## config.mk

```make
export PLATFORM = sky130hd
export DESIGN_NAME = cic_top
export DESIGN_NICKNAME = d
export VERILOG_FILES = /design/src/cic_pkg.sv /design/src/cic_diff.sv /design/src/cic_integ.sv /design/src/cic_scale.sv /design/src/cic_top.sv
export SDC_FILE = /design/constraint.sdc
export NUM_CORES = 2
export LEC_CHECK = 0
export BUFFER_PORTS_ARGS = -buffer_cell sky130_fd_sc_hd__buf_2
export CAP_MARGIN = 10
export CORE_UTILIZATION = 45
export CTS_CLUSTER_DIAMETER = 200
export DETAILED_ROUTE_END_ITERATION = 8
export PLACE_DENSITY = 0.66
export SLEW_MARGIN = 5
export SYNTH_ARGS = -nofsm -noshare
export SYNTH_HDL_FRONTEND = slang
export SYNTH_SLANG_ARGS = --single-unit
export TNS_END_PERCENT = 30
```

## constraint.sdc

```tcl
create_clock -name clk -period 11.6 [get_ports clk]
set_clock_uncertainty 0.2 [all_clocks]
set_input_delay 1.16 -clock clk [delete_from_list [all_inputs] [get_ports clk]]
set_output_delay 1.16 -clock clk [all_outputs]
set_load 0.01 [all_outputs]
```

## src/cic_pkg.sv

```systemverilog
`default_nettype none

package cic_pkg;

	// width of one raw ADC sample per channel
	localparam int in_w = 18;

	// channels handled in one pass, also the number of words in a burst
	localparam int n_chan = 8;
	localparam int chan_w = $clog2(n_chan);

	// decimation period control
	localparam int period_w = 8;
	localparam int max_period = 2**period_w - 1;

	// a burst of n_chan words has to drain before the next period ends
	localparam int min_period = n_chan;

	// growth of a second-order CIC is period squared
	localparam int acc_w = in_w + 2*$clog2(max_period + 1);

	// scaled and saturated result
	localparam int out_w = 20;

	// barrel shift amount, 0 to 15
	localparam int shift_w = 4;

endpackage

`default_nettype wire

```

## src/cic_diff.sv

```systemverilog
`timescale 1ns/1ns
`default_nettype none

module cic_diff (
	input wire clk,
	input wire rst_n,
	// serial snapshot words from the integrators
	input wire [cic_pkg::acc_w-1:0] d_in,
	input wire g_in,
	// second-order difference, same channel order
	output logic signed [cic_pkg::acc_w-1:0] d_out,
	output logic g_out
);
	import cic_pkg::*;

	// previous and second-previous snapshot of every channel
	logic [acc_w-1:0] hist1 [n_chan];
	logic [acc_w-1:0] hist2 [n_chan];

	// outputs of the two delay lines, aligned with the channel on d_in
	logic [acc_w-1:0] prev1;
	logic [acc_w-1:0] prev2;

	// n_chan words back on the stream is the same channel one burst ago
	assign prev1 = hist1[n_chan-1];
	// second line is fed by the first one
	assign prev2 = hist2[n_chan-1];

	// both lines step only when a word arrives
	always_ff @(posedge clk or negedge rst_n) begin
		if (!rst_n) begin
			for (int i = 0; i < n_chan; i++) begin
				hist1[i] <= '0;
				hist2[i] <= '0;
			end
		end else if (g_in) begin
			hist1[0] <= d_in;
			hist2[0] <= prev1;
			for (int i = 1; i < n_chan; i++) begin
				hist1[i] <= hist1[i-1];
				hist2[i] <= hist2[i-1];
			end
		end
	end

	// x - 2*x1 + x2, modulo 2**acc_w
	// integrator wraparound cancels out here
	always_ff @(posedge clk) begin
		if (g_in)
			d_out <= d_in - (prev1 << 1) + prev2;
	end

	// one cycle of latency for the strobe
	always_ff @(posedge clk or negedge rst_n) begin
		if (!rst_n)
			g_out <= 1'b0;
		else
			g_out <= g_in;
	end

endmodule

`default_nettype wire

```

## src/cic_integ.sv

```systemverilog
`timescale 1ns/1ns
`default_nettype none

module cic_integ (
	input wire clk,
	input wire rst_n,
	// one pulse per ADC sample
	input wire sample_en,
	// channel 0 sits in the lowest in_w bits
	input wire [cic_pkg::n_chan*cic_pkg::in_w-1:0] adc_data,
	// sample_en pulses per decimation period
	input wire [cic_pkg::period_w-1:0] period,
	output logic [cic_pkg::acc_w-1:0] sr_data,
	output logic sr_valid
);
	import cic_pkg::*;

	// double integrator state, one pair per channel
	logic [acc_w-1:0] integ1 [n_chan];
	logic [acc_w-1:0] integ2 [n_chan];
	logic [acc_w-1:0] integ1_next [n_chan];
	logic [acc_w-1:0] integ2_next [n_chan];

	// period bookkeeping
	logic [period_w-1:0] samp_cnt;
	logic [period_w-1:0] per_q;
	logic [period_w-1:0] cur_per;
	logic period_end;

	// snapshot of all second integrators, drained one word per cycle
	logic [n_chan*acc_w-1:0] snap;
	logic [chan_w-1:0] burst_cnt;

	always_comb begin
		for (int i = 0; i < n_chan; i++) begin
			// sign-extend the sample into the accumulator width
			integ1_next[i] = integ1[i] + {{(acc_w-in_w){adc_data[i*in_w+in_w-1]}},
				adc_data[i*in_w +: in_w]};
			// second stage takes the freshly updated first stage
			integ2_next[i] = integ2[i] + integ1_next[i];
		end
	end

	// first sample of a period uses the live period input
	assign cur_per = (samp_cnt == '0) ? period : per_q;
	assign period_end = sample_en && (samp_cnt == cur_per - 1'b1);

	// accumulators wrap freely, the differences downstream undo it
	always_ff @(posedge clk or negedge rst_n) begin
		if (!rst_n) begin
			for (int i = 0; i < n_chan; i++) begin
				integ1[i] <= '0;
				integ2[i] <= '0;
			end
		end else if (sample_en) begin
			for (int i = 0; i < n_chan; i++) begin
				integ1[i] <= integ1_next[i];
				integ2[i] <= integ2_next[i];
			end
		end
	end

	always_ff @(posedge clk or negedge rst_n) begin
		if (!rst_n) begin
			samp_cnt <= '0;
			per_q <= '0;
		end else if (sample_en) begin
			// hold the period for the whole decimation interval
			if (samp_cnt == '0)
				per_q <= period;
			if (period_end)
				samp_cnt <= '0;
			else
				samp_cnt <= samp_cnt + 1'b1;
		end
	end

	// burst control, a new period end restarts the burst
	always_ff @(posedge clk or negedge rst_n) begin
		if (!rst_n) begin
			sr_valid <= 1'b0;
			burst_cnt <= '0;
		end else if (period_end) begin
			sr_valid <= 1'b1;
			burst_cnt <= '0;
		end else if (sr_valid) begin
			burst_cnt <= burst_cnt + 1'b1;
			if (burst_cnt == chan_w'(n_chan - 1))
				sr_valid <= 1'b0;
		end
	end

	// load includes the sample taken on the completing edge
	always_ff @(posedge clk) begin
		if (period_end) begin
			for (int i = 0; i < n_chan; i++)
				snap[i*acc_w +: acc_w] <= integ2_next[i];
		end else if (sr_valid) begin
			snap <= snap >> acc_w;
		end
	end

	// channel 0 leaves first
	assign sr_data = snap[acc_w-1:0];

endmodule

`default_nettype wire

```

## src/cic_scale.sv

```systemverilog
`timescale 1ns/1ns
`default_nettype none

module cic_scale (
	input wire clk,
	input wire rst_n,
	// differentiated words and their strobe
	input wire [cic_pkg::acc_w-1:0] d_in,
	input wire g_in,
	// compensates for the period squared gain
	input wire [cic_pkg::shift_w-1:0] shift,
	output logic signed [cic_pkg::out_w-1:0] result,
	output logic [cic_pkg::chan_w-1:0] chan,
	output logic ovf,
	output logic strobe
);
	import cic_pkg::*;

	// first stage, shift and keep out_w+1 bits
	logic signed [acc_w-1:0] d_shift;
	logic clip_hi;
	logic signed [out_w:0] d_keep;
	logic sign_keep;
	logic clip_keep;
	logic v_keep;

	// second stage saturate decision
	logic sat;

	// arithmetic shift keeps the sign in the upper bits
	assign d_shift = $signed(d_in) >>> shift;

	// bits from the kept msb upward must be all zeros or all ones
	assign clip_hi = ~((&d_shift[acc_w-1:out_w]) | ~(|d_shift[acc_w-1:out_w]));

	always_ff @(posedge clk) begin
		d_keep <= d_shift[out_w:0];
		// true sign survives even when the kept bits are wrong
		sign_keep <= d_shift[acc_w-1];
		clip_keep <= clip_hi;
	end

	// clipped upstream, or the extra kept bit disagrees with the msb
	assign sat = clip_keep | (d_keep[out_w] ^ d_keep[out_w-1]);

	// pin to the largest value of the right sign
	always_ff @(posedge clk) begin
		if (sat)
			result <= {sign_keep, {(out_w-1){~sign_keep}}};
		else
			result <= d_keep[out_w-1:0];
	end

	always_ff @(posedge clk or negedge rst_n) begin
		if (!rst_n) begin
			v_keep <= 1'b0;
			strobe <= 1'b0;
			ovf <= 1'b0;
			chan <= '0;
		end else begin
			v_keep <= g_in;
			strobe <= v_keep;
			// flag only travels with a valid result
			ovf <= v_keep & sat;
			// index follows the strobe, back to 0 in the gaps
			// wraps mod n_chan across back-to-back bursts
			if (v_keep && strobe)
				chan <= chan + 1'b1;
			else
				chan <= '0;
		end
	end

endmodule

`default_nettype wire

```

## src/cic_top.sv

```systemverilog
`timescale 1ns/1ns
`default_nettype none

module cic_top (
	input wire clk,
	input wire rst_n,
	input wire sample_en,
	// all channels side by side, channel 0 lowest
	input wire [cic_pkg::n_chan*cic_pkg::in_w-1:0] adc_data,
	input wire [cic_pkg::period_w-1:0] period,
	input wire [cic_pkg::shift_w-1:0] shift,
	output logic signed [cic_pkg::out_w-1:0] result,
	output logic [cic_pkg::chan_w-1:0] chan,
	output logic ovf,
	output logic strobe
);
	import cic_pkg::*;

	// integrator snapshot stream
	logic [acc_w-1:0] sr_data;
	logic sr_valid;

	// differentiated stream
	logic signed [acc_w-1:0] diff_data;
	logic diff_valid;

	// integrators and period counter
	cic_integ i_integ (
		.clk(clk),
		.rst_n(rst_n),
		.sample_en(sample_en),
		.adc_data(adc_data),
		.period(period),
		.sr_data(sr_data),
		.sr_valid(sr_valid)
	);

	// two cascaded differences across bursts
	cic_diff i_diff (
		.clk(clk),
		.rst_n(rst_n),
		.d_in(sr_data),
		.g_in(sr_valid),
		.d_out(diff_data),
		.g_out(diff_valid)
	);

	// shift, saturate and label
	cic_scale i_scale (
		.clk(clk),
		.rst_n(rst_n),
		.d_in(diff_data),
		.g_in(diff_valid),
		.shift(shift),
		.result(result),
		.chan(chan),
		.ovf(ovf),
		.strobe(strobe)
	);

endmodule

`default_nettype wire

```

Yosys cells after proc, flatten, opt, wreduce, memory -nomap -nowiden
Cells that the tools add are included.

word-level totals
  output and inout port bits = 25
  bits of input ports = 159
  register bits = 1464

operators by class
  bitwise operators = 7
  muxes and demuxes = 11
  reduce and logical (&&, ||, !) cells = 6
  add/subtract/negate cells = 22
  shift-type cells = 1
  equality and inequality tests = 2

operators by type and width
  operator             number
  $add 34x34->34       17
  $mux 272             2
  $sshr 34x4->34       1
  $sub 34x34->34       1
  $mux 20              1
  $mux 8               2
  $reduce_and 14->1    1
  $reduce_or 14->1     1
  $mux 3               3
  $add 8x1->8 const B  1
  $eq 8x8->1           1
  $logic_not 8->1      1
  $sub 8x1->8 const B  1
  $add 3x1->3 const B  2
  $eq 3x3->1 const B   1
  $mux 1               3
  $not 1->1            3
  $logic_and 1x1->1    2
  $or 1x1->1           2
  $reduce_bool 2->1    1
  $and 1x1->1          1
  $xor 1x1->1          1

Longest topological paths before layout
  depth in word-level cells = 6
  gate-level depth with buffers = 27
  mapped depth without buffers = 26

Cells and area by module
From an unflattened synthesis, not the netlist that was laid out.

second synthesis, totals
  cells, all modules = 7601
  area, all modules = 85117.9 sq um

modules (own cells, without submodules)
  module     area an instance (sq um)  cells each  sequential area each (sq um)  instances
  cic_integ  58250.9                   5641        22281.4                       1
  cic_diff   23845.4                   1619        14659.1                       1
  cic_scale  3021.6                    341         1011.0                        1

Worst setup path before layout
Ideal clock, no wire load.

  kind = input to register
  from = input period[0] (netlist bit)
  to = register i_integ.snap[0], enable pin
  required time = 9.335 ns
  path buffers = 2
  stages on the path = 10
  arrival = 7.089 ns
  path slack = 2.246 ns
  cells stage by stage = mux2i_1 -> ha_1 -> o21ai_0 -> xor2_1 -> nand3_1 -> o31ai_2 -> nand4bb_1 -> buf_2 -> clkbuf_1 -> nand2_1

on the way
  word-level cells in the longest chain between the ends = 5

ends and longest elaborated chain
  element                        RTL line         text
  start, declared                cic_top.sv:10    input wire [cic_pkg::period_w-1:0] period,
  $mux 8                         cic_integ.sv:45  assign cur_per = (samp_cnt == '0) ? period : per_q;
  $sub 8x1->8                    cic_integ.sv:46  assign period_end = sample_en && (samp_cnt == cur_per - 1'b1);
  $eq 8x8->1                     cic_integ.sv:46
  $logic_and 1x1->1              cic_integ.sv:46
  $reduce_bool 2->1 (no line)    --
  end signal, assigned by index  cic_integ.sv:97  snap[i*acc_w +: acc_w] <= integ2_next[i];
  end signal, assigned           cic_integ.sv:99  snap <= snap >> acc_w;
  end, declared                  cic_integ.sv:31  logic [n_chan*acc_w-1:0] snap;

Every way passes these cells.
A chain may end at the register's enable or synchronous reset.

==> metrics.md <==
| Metric | Value |
|---|---|
| Vias in the first global route | 58800 |
| Worst path bufs/invs | 1 |
| Die width | 434.2 um |
| Num CTS Buffers | 165 |
| Initial antenna violation count | 11 |
| Die span in y | 434.2 um |
| Rel. slew slack | 14.80% |
| HPWL after detailed placement | 138800 um |
| WL/cell | 18.22 um |
| Yosys top cell by area | dfrtp_1 |
| Final #Nets | 8751 |
| GRT Resource Usage Total | between 20 and 25% |
| Post-synthesis mux area share | 12.55% |
| DRT antenna net count | 0 |
| Synthesized area | between 80000 and 90000 um2 |
| Clock sink count | 1464 |
| Post-CTS Setup Inserts | 0 |
| Count of input and output buffers | 183 |
| Clock buffer depth | 3 |
| Total gr overflow | 0 |
| Worst Tran Pin Value | 1.265 ns |
| Fin. Hold Viols | 0 |
| Crit path cell chain | buf_2, ha_1, a211oi_1, o21ai_1, a2111oi_1, o21ai_0, a21o_1, a21o_1, a21o_1, a21oi_1, xnor2_1, ha_1, a211oi_1, nor2_1, or4_1, a221o_1, a2bb2oi_1, o211a_1, o211ai_1, and3_1, or2_1, xnor3_1, mux2_2 |
| Post-synthesis xor/xnor area fraction | 5.577% |
| Critical-path top delay cell | a2111oi_1 |
| Setup TNS | 0 ns |
| CTS Hold Buffers Added | 0 |
| CTS tree | done |
| I/O pins | 184 |
| RSZ-0062 raised after global routing | false |
| Crit path max fanout | 5 |
| Post-Synth Simple-Gate Area | 9.727% |
| Sequential share of the synthesized area | 45.16% |
| Synth top area cells | dfrtp_1 33%, mux2_2 11%, edfxtp_1 11%, ha_1 8.4%, o21ai_0 3.4% |
| Post-CTS sizing | 0 |
| Hold Path Cell Cnt | 0 |
| Synth async-reset ratio | 76.16% |
| Area Growth Syn to Fin | 11.03% |
| CTS H-tree lvls | 4 |
| Drt first-iter violations | 3490 |
| Core ar. | between 150000 and 200000 um2 |
| R2R Path End | i_integ.snap[169] |
| Max Transition Viols Final | 0 |
| Clk root buf | clkbuf_16 |
| HP Class | flip-flop to flip-flop |
| Worst endpoint required time | 11.96 ns |
| Starting Density | 45.32% |
| Clock transition at path regs | 0.06 ns |
| Ratio of cells with drive above 1 in the final layout | 17.58% |
| R2R setup slack | approximately 5.0 ns |
| Arrival @ worst endpoint | 7.05 ns |
| Critical Path End Type | flip-flop |
| Syn avg cell area | 10.69 um2 |
| Die area | 188500 um2 |
| Most used cell, CP | a21o_1 |
| Max-capacitance violation count | 0 |
| Largest net degree at the start of global routing | 191 |
| Fillers | about 17000 |
| Synthesized Nets | 8633 |
| Hold Crit Start | i_diff.g_out |
| Highest cell delay on the worst timing path | 0.86 ns |
| R2r startpoint | i_integ.integ1[103] |
| #FFs+latches synth | 1464 |
| Vias per inst | 5.546 |
| Syn. warnings | 0 |
| Unique masters post-synth | 101 |
| WL final | 193200 um |
| Post-Synthesis Cells | 7859 |
| Worst-skew pair later-pin latency | 0.81 ns |
| Share of the synthesized area in the top cell type | 33.20% |
| Post-route DRC | 0 |
| Outcome | completed |
| Final setup fails | 0 |
| Main combinational cell family by area after synthesis | compound AO/OA/AOI/OAI gates |
| Min Clock Period, post-route | 6.689 ns |
| Largest delay share family, worst path | compound AO/OA/AOI/OAI gates |
| Post-Synth Adder-Cell Area | 9.584% |
| Crit share post-route | between 50% and 60% |
| Worst-case reg-to-reg path depth | 22 |
| Via count | ~59000 |
| Hold path endpoint | i_scale.v_keep |
| Row count | roughly 160 |
| CP Launch Type | input port |
| Main synth FF type | dfrtp_1 |
| Synth Area in Compound Gates | 14.81% |
| Max Clk Rate | 0.1495 GHz |
| Global-route wire length before repair | 312000 um |
| TritonRoute pass-1 iters | 5 |
| GPL Wtd Cong | around 0.9 |
| Post-synth EDFFs | 306 |
| Critical path type | input port to flip-flop |
## sequential cells by signal, summed over array words and instances, names as in the netlist, 20 cells and up
| name | cells |
|---|---|
| i_integ.integ1 | 272 |
| i_diff.hist1 | 238 |
| i_diff.d_out | 34 |
| i_integ.snap | 272 |
| i_scale.result | 20 |
| i_diff.prev2 | 34 |
| i_diff.hist2 | 238 |
| i_integ.integ2 | 272 |
| i_scale.d_keep | 21 |
| i_diff.prev1 | 34 |
## synth_stat cells, types with 25 or more instances
cell / number
nand3_1: 103
o31ai_1: 30
mux4_2: 25
or3_1: 34
o21ai_0: 578
a21oi_1: 502
o21ai_1: 56
o211ai_1: 34
o21a_1: 82
buf_2: 28
nand2b_1: 61
ha_1: 567
a21o_1: 295
a31oi_1: 52
a211oi_1: 62
nor2b_1: 98
edfxtp_1: 306
dfxtp_1: 43
mux2_2: 841
and3_1: 60
o21bai_1: 84
clkbuf_1: 223
nor3_1: 75
fa_1: 48
nand4_1: 43
inv_1: 297
nand2_1: 759
and2_1: 41
xor2_1: 194
dfrtp_1: 1115
xnor2_1: 328
nor2_1: 383
mux2i_1: 46
## worst max-delay path by stage
stage | from | to | slack [ns] | cells past startpoint
detailed placement | adc_data[73] | i_integ.snap[169] | 4.14 | 23
CTS | i_integ.integ1[103] | i_integ.snap[169] | 5.01 | 22
global route | i_integ.integ1[103] | i_integ.snap[169] | 4.58 | 22
finish | adc_data[73] | i_integ.snap[169] | 4.91 | 23
floorplan | period[0] | i_integ.snap[0] | 2.25 | 10
global placement | adc_data[73] | i_integ.snap[169] | 4.25 | 23
## cell families (layout without fill, tap and decap cells)
group | count (synthesis) | in the layout
adder cells (fa/ha/maj) | 615 | 615
buffers and inverters | 570 | 829
XOR/XNOR | 527 | 527
flip-flops | 1464 | 1464
multiplexers | 917 | 917
other | 0 | 7
AND/OR/NAND/NOR | 1773 | 1773
AO/OA/AOI/OAI | 1993 | 1993
## placed cells by master (no fill, tap or decap), drive strengths merged, types with 295 or more instances in the layout
master / synthesis / layout
nand2: 759 / 759
o21ai: 635 / 635
nor2: 383 / 383
mux2: 846 / 846
dfrtp: 1115 / 1115
edfxtp: 306 / 306
a21o: 295 / 295
xnor2: 328 / 328
a21oi: 508 / 508
inv: 297 / 315
ha: 567 / 567
## final cells by class
class                           count  area [um2]  area share, %
Tap cell                         2480        3103          3.325
Inverter                          297        1122          1.203
Multi-Input combinational cell   5825       43950          47.10
Timing Repair Buffer              224        1344          1.440
Clock inverter                     90        1191          1.276
Antenna cell                        7       17.52        0.01877
Sequential cell                  1464       37960          40.67
Clock buffer                      218        4632          4.964
## stage by stage
stage	cell area, um2	setup slack [ns]	hold slack, ns	util (%)	std cells
2_1_floorplan	84050	2.246	0.1312	-	7859
3_3_place_gp	87470	4.247	0.1369	47.17	10290
3_5_place_dp	87470	4.139	0.1347	47.17	10290
4_1_cts	93290	5.006	0.1321	50.31	10600
5_1_grt	93310	4.584	0.1557	50.32	10600
6_report	93320	4.911	0.1475	50.32	10610
## metal layers
layer	track usage (%)	share of wire (%)	vias up
met5	0.4424	0.0062	-
met4	7.556	3.7	2
met3	2.874	3.8	338
met2	34.19	48	1119
met1	26.98	45	28690
li1	-	-	28660
## worst reg2reg max path, cell delays in order (launching register included)
cell and delay (ns):
dfrtp_1 0.41, ha_1 0.31, a211oi_1 0.29, o21ai_1 0.14, a2111oi_1 0.86, o21ai_0 0.29, a21o_1 0.24, a21o_1 0.19
a21o_1 0.18, a21oi_1 0.18, xnor2_1 0.12, ha_1 0.25, a211oi_1 0.25, nor2_1 0.08, or4_1 0.42, a221o_1 0.32
a2bb2oi_1 0.20, o211a_1 0.23, o211ai_1 0.13, and3_1 0.24, or2_1 0.25, xnor3_1 0.34, mux2_2 0.27
Power is left out: the tool's default activity adds up to more than one toggle a clock period on the data nets, which glitch-free logic cannot reach.
